File: src/source/wb_pkg.sv
// --------------------------------------------------
// Shared widths, opcodes and payload structs for the
// execute-to-writeback slice. Valid bits are not part
// of any struct and travel beside them
// --------------------------------------------------

`default_nettype none

package wb_pkg;

  // --------------------------------------------------
  // Widths
  // --------------------------------------------------

  localparam int data_w    = 32;
  localparam int addr_w    = 32;
  localparam int seq_w     = 8;
  localparam int reg_w     = 5;
  localparam int num_pipes = 2;

  // Execute operation codes
  typedef enum logic [2:0] {
    op_add = 3'd0,
    op_sub = 3'd1,
    op_and = 3'd2,
    op_or  = 3'd3,
    op_xor = 3'd4,
    op_mul = 3'd5
  } exec_op_e;

  // --------------------------------------------------
  // Payload structs
  // --------------------------------------------------

  // Operation as handed over by issue
  typedef struct packed {
    logic [addr_w-1:0] pc;
    logic [seq_w-1:0]  seq_num;
    exec_op_e          op;
    logic [reg_w-1:0]  waddr;
    logic              wen;
    logic [data_w-1:0] src_a;
    logic [data_w-1:0] src_b;
  } issue_t;

  // Pipe result towards writeback
  typedef struct packed {
    logic [addr_w-1:0] pc;
    logic [seq_w-1:0]  seq_num;
    logic [reg_w-1:0]  waddr;
    logic [data_w-1:0] wdata;
    logic              wen;
  } x_wb_t;

  // For register file and scoreboard
  typedef struct packed {
    logic [seq_w-1:0]  seq_num;
    logic [reg_w-1:0]  waddr;
    logic [data_w-1:0] wdata;
    logic              wen;
  } complete_t;

  // Same as completion plus the pc
  typedef struct packed {
    logic [addr_w-1:0] pc;
    logic [seq_w-1:0]  seq_num;
    logic [reg_w-1:0]  waddr;
    logic [data_w-1:0] wdata;
    logic              wen;
  } commit_t;

endpackage

`default_nettype wire

File: src/source/rr_arb.sv
// --------------------------------------------------
// Round-robin arbiter, one grant per cycle.
// Search starts after the last granted requester.
// Pointer resets to requester 0
// --------------------------------------------------

`timescale 1ns/1ps
`default_nettype none

module rr_arb #(
  parameter int num_reqs = 2
) (
  input  logic                clk,
  input  logic                rst,
  input  logic [num_reqs-1:0] req,
  output logic [num_reqs-1:0] gnt
);

  localparam int ptr_w = (num_reqs > 1) ? $clog2(num_reqs) : 1;

  // Highest priority requester for this cycle
  logic [ptr_w-1:0] ptr;
  logic [ptr_w-1:0] gnt_idx;
  logic             found;

  // --------------------------------------------------
  // Grant search
  // --------------------------------------------------

  always_comb begin
    gnt     = '0;
    gnt_idx = ptr;
    found   = 1'b0;
    for (int i = 0; i < num_reqs; i++) begin
      if (!found && req[(int'(ptr) + i) % num_reqs]) begin
        found                               = 1'b1;
        gnt[(int'(ptr) + i) % num_reqs]     = 1'b1;
        gnt_idx = ptr_w'((int'(ptr) + i) % num_reqs);
      end
    end
  end

  // Move past the winner, hold when idle
  always_ff @(posedge clk) begin
    if (rst) begin
      ptr <= '0;
    end else if (found) begin
      if (gnt_idx == ptr_w'(num_reqs - 1)) begin
        ptr <= '0;
      end else begin
        ptr <= gnt_idx + 1'b1;
      end
    end
  end

endmodule

`default_nettype wire

File: src/source/alu_pipe.sv
// --------------------------------------------------
// One-stage ALU pipe: add, sub, and, or, xor.
// Result sits in one output register until taken.
// Any other opcode yields zero data
// --------------------------------------------------

`timescale 1ns/1ps
`default_nettype none

module alu_pipe
  import wb_pkg::*;
(
  input  logic   clk,
  input  logic   rst,

  input  issue_t issue,
  input  logic   issue_val,
  output logic   issue_rdy,

  output x_wb_t  result,
  output logic   result_val,
  input  logic   result_rdy
);

  logic [data_w-1:0] alu_out;
  logic              issue_fire;

  // --------------------------------------------------
  // Datapath
  // --------------------------------------------------

  always_comb begin
    case (issue.op)
      op_add:  alu_out = issue.src_a + issue.src_b;
      op_sub:  alu_out = issue.src_a - issue.src_b;
      op_and:  alu_out = issue.src_a & issue.src_b;
      op_or:   alu_out = issue.src_a | issue.src_b;
      op_xor:  alu_out = issue.src_a ^ issue.src_b;
      default: alu_out = '0;
    endcase
  end

  // --------------------------------------------------
  // Output register
  // --------------------------------------------------

  // Free slot, or the current result leaves this cycle
  assign issue_rdy  = !result_val || result_rdy;
  assign issue_fire = issue_val && issue_rdy;

  always_ff @(posedge clk) begin
    if (rst) begin
      result_val <= 1'b0;
    end else if (issue_fire) begin
      result_val <= 1'b1;
    end else if (result_rdy) begin
      result_val <= 1'b0;
    end
  end

  always_ff @(posedge clk) begin
    if (issue_fire) begin
      result.pc      <= issue.pc;
      result.seq_num <= issue.seq_num;
      result.waddr   <= issue.waddr;
      result.wdata   <= alu_out;
      result.wen     <= issue.wen;
    end
  end

endmodule

`default_nettype wire

File: src/source/mul_pipe.sv
// --------------------------------------------------
// Two-stage multiplier pipe, low product word only.
// Stage one holds operands, stage two the product.
// Up to two operations in flight, kept in order
// --------------------------------------------------

`timescale 1ns/1ps
`default_nettype none

module mul_pipe
  import wb_pkg::*;
(
  input  logic   clk,
  input  logic   rst,

  input  issue_t issue,
  input  logic   issue_val,
  output logic   issue_rdy,

  output x_wb_t  result,
  output logic   result_val,
  input  logic   result_rdy
);

  // Stage one contents, opcode not needed here
  typedef struct packed {
    logic [addr_w-1:0] pc;
    logic [seq_w-1:0]  seq_num;
    logic [reg_w-1:0]  waddr;
    logic              wen;
    logic [data_w-1:0] src_a;
    logic [data_w-1:0] src_b;
  } mul_s1_t;

  mul_s1_t           s1_q;
  logic              s1_val;
  logic              s2_free;
  logic              s1_adv;
  logic              issue_fire;
  logic [data_w-1:0] prod_lo;

  // --------------------------------------------------
  // Stage handshakes
  // --------------------------------------------------

  assign s2_free    = !result_val || result_rdy;
  assign s1_adv     = s1_val && s2_free;
  assign issue_rdy  = !s1_val || s2_free;
  assign issue_fire = issue_val && issue_rdy;

  // Low word only, sized by the target
  assign prod_lo = s1_q.src_a * s1_q.src_b;

  // --------------------------------------------------
  // Stage one
  // --------------------------------------------------

  always_ff @(posedge clk) begin
    if (rst) begin
      s1_val <= 1'b0;
    end else if (issue_fire) begin
      s1_val <= 1'b1;
    end else if (s1_adv) begin
      s1_val <= 1'b0;
    end
  end

  always_ff @(posedge clk) begin
    if (issue_fire) begin
      s1_q.pc      <= issue.pc;
      s1_q.seq_num <= issue.seq_num;
      s1_q.waddr   <= issue.waddr;
      s1_q.wen     <= issue.wen;
      s1_q.src_a   <= issue.src_a;
      s1_q.src_b   <= issue.src_b;
    end
  end

  // --------------------------------------------------
  // Stage two
  // --------------------------------------------------

  always_ff @(posedge clk) begin
    if (rst) begin
      result_val <= 1'b0;
    end else if (s1_adv) begin
      result_val <= 1'b1;
    end else if (result_rdy) begin
      result_val <= 1'b0;
    end
  end

  always_ff @(posedge clk) begin
    if (s1_adv) begin
      result.pc      <= s1_q.pc;
      result.seq_num <= s1_q.seq_num;
      result.waddr   <= s1_q.waddr;
      result.wdata   <= prod_lo;
      result.wen     <= s1_q.wen;
    end
  end

endmodule

`default_nettype wire

File: src/source/writeback_unit.sv
// --------------------------------------------------
// Writeback: picks one pipe result per cycle, round
// robin, and registers it. Ready to a pipe is its
// grant. Notices carry no back-pressure
// --------------------------------------------------

`timescale 1ns/1ps
`default_nettype none

module writeback_unit
  import wb_pkg::*;
#(
  parameter int num_reqs = num_pipes
) (
  input  logic                clk,
  input  logic                rst,

  input  x_wb_t               x_res [num_reqs],
  input  logic [num_reqs-1:0] x_val,
  output logic [num_reqs-1:0] x_rdy,

  output complete_t           complete,
  output logic                complete_val,
  output commit_t             commit,
  output logic                commit_val
);

  logic [num_reqs-1:0] gnt;
  x_wb_t               x_masked [num_reqs];
  x_wb_t               sel;
  logic                sel_val;

  x_wb_t               wb_q;
  logic                wb_val;

  // --------------------------------------------------
  // Pipe selection
  // --------------------------------------------------

  rr_arb #(
    .num_reqs (num_reqs)
  ) arb (
    .clk (clk),
    .rst (rst),
    .req (x_val),
    .gnt (gnt)
  );

  // Losing pipes see ready low and hold their result
  assign x_rdy = gnt;

  // Zero every result except the granted one
  for (genvar i = 0; i < num_reqs; i++) begin : g_mask
    assign x_masked[i] = x_wb_t'(x_res[i] & {$bits(x_wb_t){gnt[i]}});
  end

  always_comb begin
    sel = '0;
    for (int i = 0; i < num_reqs; i++) begin
      sel = x_wb_t'(sel | x_masked[i]);
    end
  end

  // Grant only goes to a valid requester
  assign sel_val = |gnt;

  // --------------------------------------------------
  // Writeback register
  // --------------------------------------------------

  // Empty cycles load zeros, so wen drops with valid
  always_ff @(posedge clk) begin
    if (rst) begin
      wb_val   <= 1'b0;
      wb_q.wen <= 1'b0;
    end else begin
      wb_val <= sel_val;
      wb_q   <= sel;
    end
  end

  // --------------------------------------------------
  // Notices
  // --------------------------------------------------

  assign complete = '{
    seq_num: wb_q.seq_num,
    waddr:   wb_q.waddr,
    wdata:   wb_q.wdata,
    wen:     wb_q.wen
  };
  assign complete_val = wb_val;

  assign commit = '{
    pc:      wb_q.pc,
    seq_num: wb_q.seq_num,
    waddr:   wb_q.waddr,
    wdata:   wb_q.wdata,
    wen:     wb_q.wen
  };
  assign commit_val = wb_val;

endmodule

`default_nettype wire

File: src/source/exec_wb_top.sv
// --------------------------------------------------
// Execute and writeback slice. Pipe 0 is the ALU,
// pipe 1 the multiplier. Uncontended latency from
// issue to completion is 2 and 3 cycles
// --------------------------------------------------

`timescale 1ns/1ps
`default_nettype none

module exec_wb_top
  import wb_pkg::*;
(
  input  logic      clk,
  input  logic      rst,

  input  issue_t    alu_issue,
  input  logic      alu_issue_val,
  output logic      alu_issue_rdy,

  input  issue_t    mul_issue,
  input  logic      mul_issue_val,
  output logic      mul_issue_rdy,

  output complete_t complete,
  output logic      complete_val,
  output commit_t   commit,
  output logic      commit_val
);

  // Pipe results in arbiter order
  x_wb_t                x_res [num_pipes];
  logic [num_pipes-1:0] x_val;
  logic [num_pipes-1:0] x_rdy;

  // --------------------------------------------------
  // Execute pipes
  // --------------------------------------------------

  alu_pipe alu (
    .clk        (clk),
    .rst        (rst),
    .issue      (alu_issue),
    .issue_val  (alu_issue_val),
    .issue_rdy  (alu_issue_rdy),
    .result     (x_res[0]),
    .result_val (x_val[0]),
    .result_rdy (x_rdy[0])
  );

  mul_pipe mul (
    .clk        (clk),
    .rst        (rst),
    .issue      (mul_issue),
    .issue_val  (mul_issue_val),
    .issue_rdy  (mul_issue_rdy),
    .result     (x_res[1]),
    .result_val (x_val[1]),
    .result_rdy (x_rdy[1])
  );

  // --------------------------------------------------
  // Writeback
  // --------------------------------------------------

  writeback_unit #(
    .num_reqs (num_pipes)
  ) wb (
    .clk          (clk),
    .rst          (rst),
    .x_res        (x_res),
    .x_val        (x_val),
    .x_rdy        (x_rdy),
    .complete     (complete),
    .complete_val (complete_val),
    .commit       (commit),
    .commit_val   (commit_val)
  );

endmodule

`default_nettype wire

File: config.mk
export PLATFORM = sky130hd
export DESIGN_NAME = exec_wb_top
export DESIGN_NICKNAME = d
export VERILOG_FILES = /design/src/source/wb_pkg.sv /design/src/source/rr_arb.sv /design/src/source/alu_pipe.sv /design/src/source/mul_pipe.sv /design/src/source/writeback_unit.sv /design/src/source/exec_wb_top.sv
export SDC_FILE = /design/constraint.sdc
export NUM_CORES = 2
export LEC_CHECK = 0
export BUFFER_PORTS_ARGS = -buffer_cell sky130_fd_sc_hd__buf_4
export CAP_MARGIN = 20
export CORE_MARGIN = 3
export CORE_UTILIZATION = 45
export DETAILED_ROUTE_END_ITERATION = 7
export GPL_TIMING_DRIVEN = 0
export PLACE_DENSITY_LB_ADDON = 0.12
export SYNTH_ARGS = -nofsm -noshare
export SYNTH_HDL_FRONTEND = slang
export SYNTH_SLANG_ARGS = --single-unit
File: constraint.sdc
create_clock -name clk -period 6.6 [get_ports clk]
set_input_delay 0.66 -clock clk [delete_from_list [all_inputs] [get_ports clk]]
set_output_delay 0.66 -clock clk [all_outputs]
set_load 0.005 [all_outputs]
**Yosys cells after proc, flatten, opt, wreduce, memory -nomap -nowiden**

Cells that the tools add are included.

- Add/subtract/negate cells: 4
- $mul: 1
- Divide/modulo/power cells: 0
- $lt $le $gt $ge: 4
- Eq/ne operators: 4
- Shifts and indexed selects: 0
- Muxes and demuxes: 22
- Bitwise logic cells: 8
- Reductions and logical operators: 18

Operators with widths:

| operator | number |
|---|---|
| 32-bit one-hot mux with 5 select lines | 1 |
| 78-bit AND | 2 |
| 78-bit bitwise OR | 1 |
| 32-bit adder | 1 |
| 32-bit AND | 1 |
| 32-bit by 32-bit multiplier with 32-bit output | 1 |
| 32-bit bitwise OR | 1 |
| 32-bit subtractor | 1 |
| 32-bit bitwise XOR | 1 |
| 1-bit two-way mux | 17 |
| 3-bit by 2-bit equality test with 1-bit output (second input constant) | 2 |
| 1-bit logical AND | 6 |
| 2-bit nonzero test | 3 |
| 1-bit logical NOT | 4 |
| 2-bit two-way mux | 2 |
| 3-bit by 1-bit equality test with 1-bit output (second input constant) | 1 |
| 3-bit equality test (second input constant) | 1 |
| 3-bit logical NOT | 1 |
| 1-bit logical OR | 3 |
| 2-bit by 3-bit < comparator with 1-bit output (second input constant) | 1 |
| 1-bit adder (second input constant) | 2 |
| 1-bit demux with 1-bit select | 2 |
| 2-bit by 1-bit >= comparator with 1-bit output (second input constant) | 1 |
| 1-bit by 2-bit < comparator with 1-bit output (second input constant) | 1 |
| 4 further kinds | 4 |

- Bits in registers: 349
- Bits in latches: 0
- RAM bits: 0
- Memory bits (read-only): 0
- Input bits: 230
- Output and inout bits: 128
- Memories kept: 0

**Logic depth before layout (Yosys ltp)**

- Word-level depth: 12
- Mapped depth: 27

**Cells and area by module**

Synthesis repeated with hierarchy kept, for this count alone.

- Cell total of the unflattened synthesis: 2,837
- Area, all modules: 31,626.6 um^2

By module, submodules not included:

| module | times used | cells an instance | area an instance (um^2) |
|---|---|---|---|
| mul_pipe | 1 | 1,903 | 21,528.1 |
| alu_pipe | 1 | 702 | 6,510.0 |
| writeback_unit | 1 | 226 | 3,529.6 |
| rr_arb | 1 | 6 | 58.8 |

**Least setup slack after synthesis**

Ideal clock, no wire load.

- Kind: reg2reg
- Start point: register mul.s1_q[3] in the netlist's numbering
- End point: register mul.result[29] in the netlist's numbering, data pin
- Library setup time: 0.266 ns
- Arrival: 6.454 ns
- Data required time: 6.334 ns
- Path slack: -0.120 ns
- Cell stages (with the launch flop): 25
- Buffers on the path: 2
- Period minus slack after synthesis: 6.720 ns
- Path through: edfxtp_1 clkbuf_1 clkbuf_1 and2_1 fa_1 inv_1 fa_1 fa_1 fa_1 inv_1 fa_1 inv_1 fa_1 inv_1 fa_1 fa_1 ha_1 a21o_1 a21o_1 a21oi_1 o21ai_0 a21oi_1 nor2_1 o41ai_1 xnor2_1

- Longest elaborated chain between the ends: 1

Ends and longest elaborated chain:

| element | RTL line | source |
|---|---|---|
| from (decl) | mul_pipe.sv:35 | `mul_s1_t s1_q;` |
| 32-bit by 32-bit multiplier with 32-bit output | mul_pipe.sv:52 | `assign prod_lo = s1_q.src_a * s1_q.src_b;` |
| named net mul.prod_lo[28] | mul_pipe.sv:40 | `logic [data_w-1:0] prod_lo;` |
| to (decl) | mul_pipe.sv:20 | `output x_wb_t result,` |

The timed path passes the listed nets, and every way through them passes these cells.
A chain may end at the register's enable or synchronous reset.

**Worst setup path in the final report**

- Start point: register mul.s1_q[10] in the netlist's numbering
- End point: register mul.result[32] in the netlist's numbering, data pin

Same word-level chain as after synthesis.

==> reports/results.ini <==
[status]
status = complete, but fails checks
violations = negative setup slack

[global_routing]
grt_pass1_vias = 24300
overflow = 0
antenna_found_initial = 7
grt_usage_pct = 28.2
grt_first_pass_wirelength_um = 153000
grt_max_degree = 68

[worst_hold_path]
min_path_type = in2reg
hold_depth = 1
holdPathEnd = mul.s1_q[23]
min_from = mul_issue[23]

[sta]
slew_viol_final = 0
finalWorstSetupSlack_ns = -0.313
setup_viol = 10
worst_pin_slew_ns = 0.949
min_period_over_period_pct = 105
slew_headroom_pct = 36.8
fmax_ghz = 0.145
rsz0062_at_grt = yes
finalHoldViolations = 0
clock_skew_ns = 0.0204
post-route-min-period_ns = 6.91

[place]
dpl.hpwl_um = 78500
gp_congestion = 0.955
dp_slack_ns = -1.84
numPortBuffers = 354

[die]
fp.dieH_um = 270
core_area_sq_um = 68800
ioPinCount = 358
die_w_um = 270
rows = 96
dieArea_sq_um = 72900
initial_core_util_pct = 45.6

[clocking]
cts_max_path_buffers = 3
htree_levels = 2
cts_made_buffers = 39
clk_latency_ns = 0.59
clk_pin_slew_ns = 0.06
cts_hold_buf = 0
tritoncts = built
ctsRootBufferMaster = clkbuf_16
cts_sinks = 349

[synthesis]
synth_ff_type = edfxtp_1
synthTopCellsByArea = edfxtp_1, fa_1, ha_1
synth_top_area_cell = edfxtp_1
yosysUniqueCellTypes = 69
yosysWarnings = 0
yosysSeqAreaShare_pct = 33.2
ys_ff_latch = 349
synth_nets = 3715
syn_avg_cell_area_sq_um = 11.0
synthArstFlopShare_pct = 0
synth-edff-count = 343
synthCells = 2857
netlist.area_leader.share_pct = 32.8
syn-cell-area_sq_um = 31400

[routing]
vias = 22700
vias_per_cell = 5.23
first_iter_violations = 1606
routed_wl_um = 102000
dr.pass1.iters = 7
drc = 0
wl_per_cell_um = 23.6
ant_nets = 0

[worst_setup_path]
rrSetupSlack_ns = -0.31
crit_chain = buf_4 -> clkbuf_2 -> nand2_1 -> fa_1 -> fa_1 -> fa_1 -> fa_1 -> fa_1 -> inv_2 -> fa_1 -> fa_1 -> fa_1 -> ha_4 -> nand4_1 -> or3_4 -> o31ai_4 -> o31ai_2 -> a21boi_1 -> o22a_1 -> xnor2_1
cp-start-kind = flop
endpoint_kind = flop
r2r-end = mul.result[32]
critPathKind = reg2reg
path_common_cell = fa_1
critPathArrivalTime_ns = 7.22
cp_data_required_time_ns = 6.91
r2r_start = mul.s1_q[10]
reg2regPathDepth = 20
worstPathMaxFanout = 10
slowest_stage = fa_1
crit_path_max_incr_delay_ns = 0.61

[finish]
nets = 4225
drive_above_1_share_pct = 23.3
syn_to_final_growth_pct = 23.4

[flow_run]
cap_viol_max_count = 0

-- worst max-delay path: cells and delay by family (launching register included) --
| kind | cells | cell delay [ns] |
|---|---|---|
| fa+ha+maj | 9 | 4.32 |
| compound gates | 4 | 0.55 |
| buf+inv | 3 | 0.47 |
| xor+xnor | 1 | 0.07 |
| flops | 1 | 0.44 |
| simple gates | 3 | 0.75 |
-- flip-flops by register name (all words and copies together) (netlist names) --
register and cells:
mul.result 78, wb.commit 78, alu.result_val 1, mul.s1_q 110, wb.arb.ptr 1, alu.result 78, mul.result_val 1, mul.s1_val 1
wb.commit_val 1
-- how the worst max path moves through the flow --
| stage | depth (start not counted) | from | slack, ns | end |
|---|---|---|---|---|
| detailed placement | 22 | mul.s1_q[34] | -1.84 | mul.result[29] |
| global placement | 22 | mul.s1_q[34] | -1.71 | mul.result[29] |
| finish | 20 | mul.s1_q[10] | -0.31 | mul.result[32] |
| global route | 24 | mul.s1_q[10] | -0.49 | mul.result[32] |
| floorplan | 24 | mul.s1_q[3] | 0.005 | mul.result[29] |
| CTS | 23 | mul.s1_q[2] | -0.26 | mul.result[32] |
-- logic make-up (layout without fill, tap and decap cells) --
| kind of cell | count (synthesis) | after routing | synth area share, % |
|---|---|---|---|
| and+or+nand+nor | 750 | 750 | 12.0 |
| buffers and inverters | 648 | 1188 | 8.36 |
| adders and majority gates | 628 | 628 | 34.8 |
| DFF | 349 | 349 | 33.2 |
| AOI/OAI and AO/OA | 341 | 341 | 7.61 |
| xor gates and xnor gates | 135 | 135 | 3.79 |
| muxes | 6 | 6 | 0.195 |
| other | 0 | 6 | 0 |
-- cell usage after synthesis (4+ instances only) --
library cell  count
inv_1           477
fa_1            409
edfxtp_1        343
nand2_1         292
and2_1          285
ha_1            219
clkbuf_1        117
xnor2_1         106
nor2_1           81
a22o_1           78
a21oi_1          76
o21ai_0          55
buf_4            47
xor2_1           28
a211oi_1         26
a21o_1           22
nor3_1           15
a31oi_1          14
nand3_1          13
o31ai_1          13
nand2b_1         11
o21a_1           10
nor2b_1           9
and3_1            7
nand4_1           7
or3_1             7
dfxtp_1           6
a211o_1           5
buf_1             5
mux2i_1           5
o21bai_1          5
nor4_1            4
o211ai_1          4
-- cell type report --
| class | count | area [sq um] |
|---|---|---|
| Multi-Input combinational cell | 1860 | 19000 |
| Clock inverter | 24 | 312 |
| Fill cell | 5943 | 30100 |
| Antenna cell | 6 | 15.0 |
| Clock buffer | 47 | 1010 |
| Sequential cell | 349 | 10400 |
| Timing Repair Buffer | 485 | 3840 |
| Tap cell | 931 | 1160 |
| Buffer | 155 | 1200 |
| Inverter | 477 | 1790 |
-- layer usage --
metal,global-route usage (%),wire (um)
met2,47.1,49200
met1,36.2,41600
met4,13.2,5670
met5,0,9
met3,4.29,6030
-- per-stage QoR --
step	cell area (sq um)	hold slack (ns)	setup TNS, ns	util (%)	std cells
2_1_floorplan	31400	0.400	0	-	2857
3_3_place_gp	35200	0.401	-30.15	51.2	4142
3_5_place_dp	35400	0.405	-26.61	51.4	4148
4_1_cts	38300	0.202	-1.26	55.6	4313
5_1_grt	38700	0.214	-3.72	56.3	4331
6_report	38700	0.241	-1.48	56.3	4334
-- cell usage in the layout (no fill, tap or decap), types with 9 or more instances in the layout --
master and count:
nor3_1 14, clkbuf_16 43, nand2b_1 11, clkbuf_4 14, xor2_1 27, and2_1 266
and2_4 20, a21oi_1 68, o21a_1 10, nor2_1 73, inv_2 9, a211oi_1 26
a21o_1 22, fa_2 28, o31ai_1 9, o21ai_0 51, buf_6 26, a31oi_1 12
clkbuf_1 48, buf_4 506, a22o_1 78, buf_8 10, xnor2_1 105, clkbuf_8 14
ha_4 14, inv_1 467, ha_1 201, nand2_1 290, edfxtp_1 343, clkbuf_2 13
fa_1 381
-- timing repair --
action	4_1_cts	5_1_grt
cloned	3	0
buffers inserted	108	19
pin swaps	87	68
resized for setup	242	87
endpoints found under the setup margin	22	17
Power is left out: the tool's default activity adds up to more than one toggle a clock period on the data nets, which glitch-free logic cannot reach.
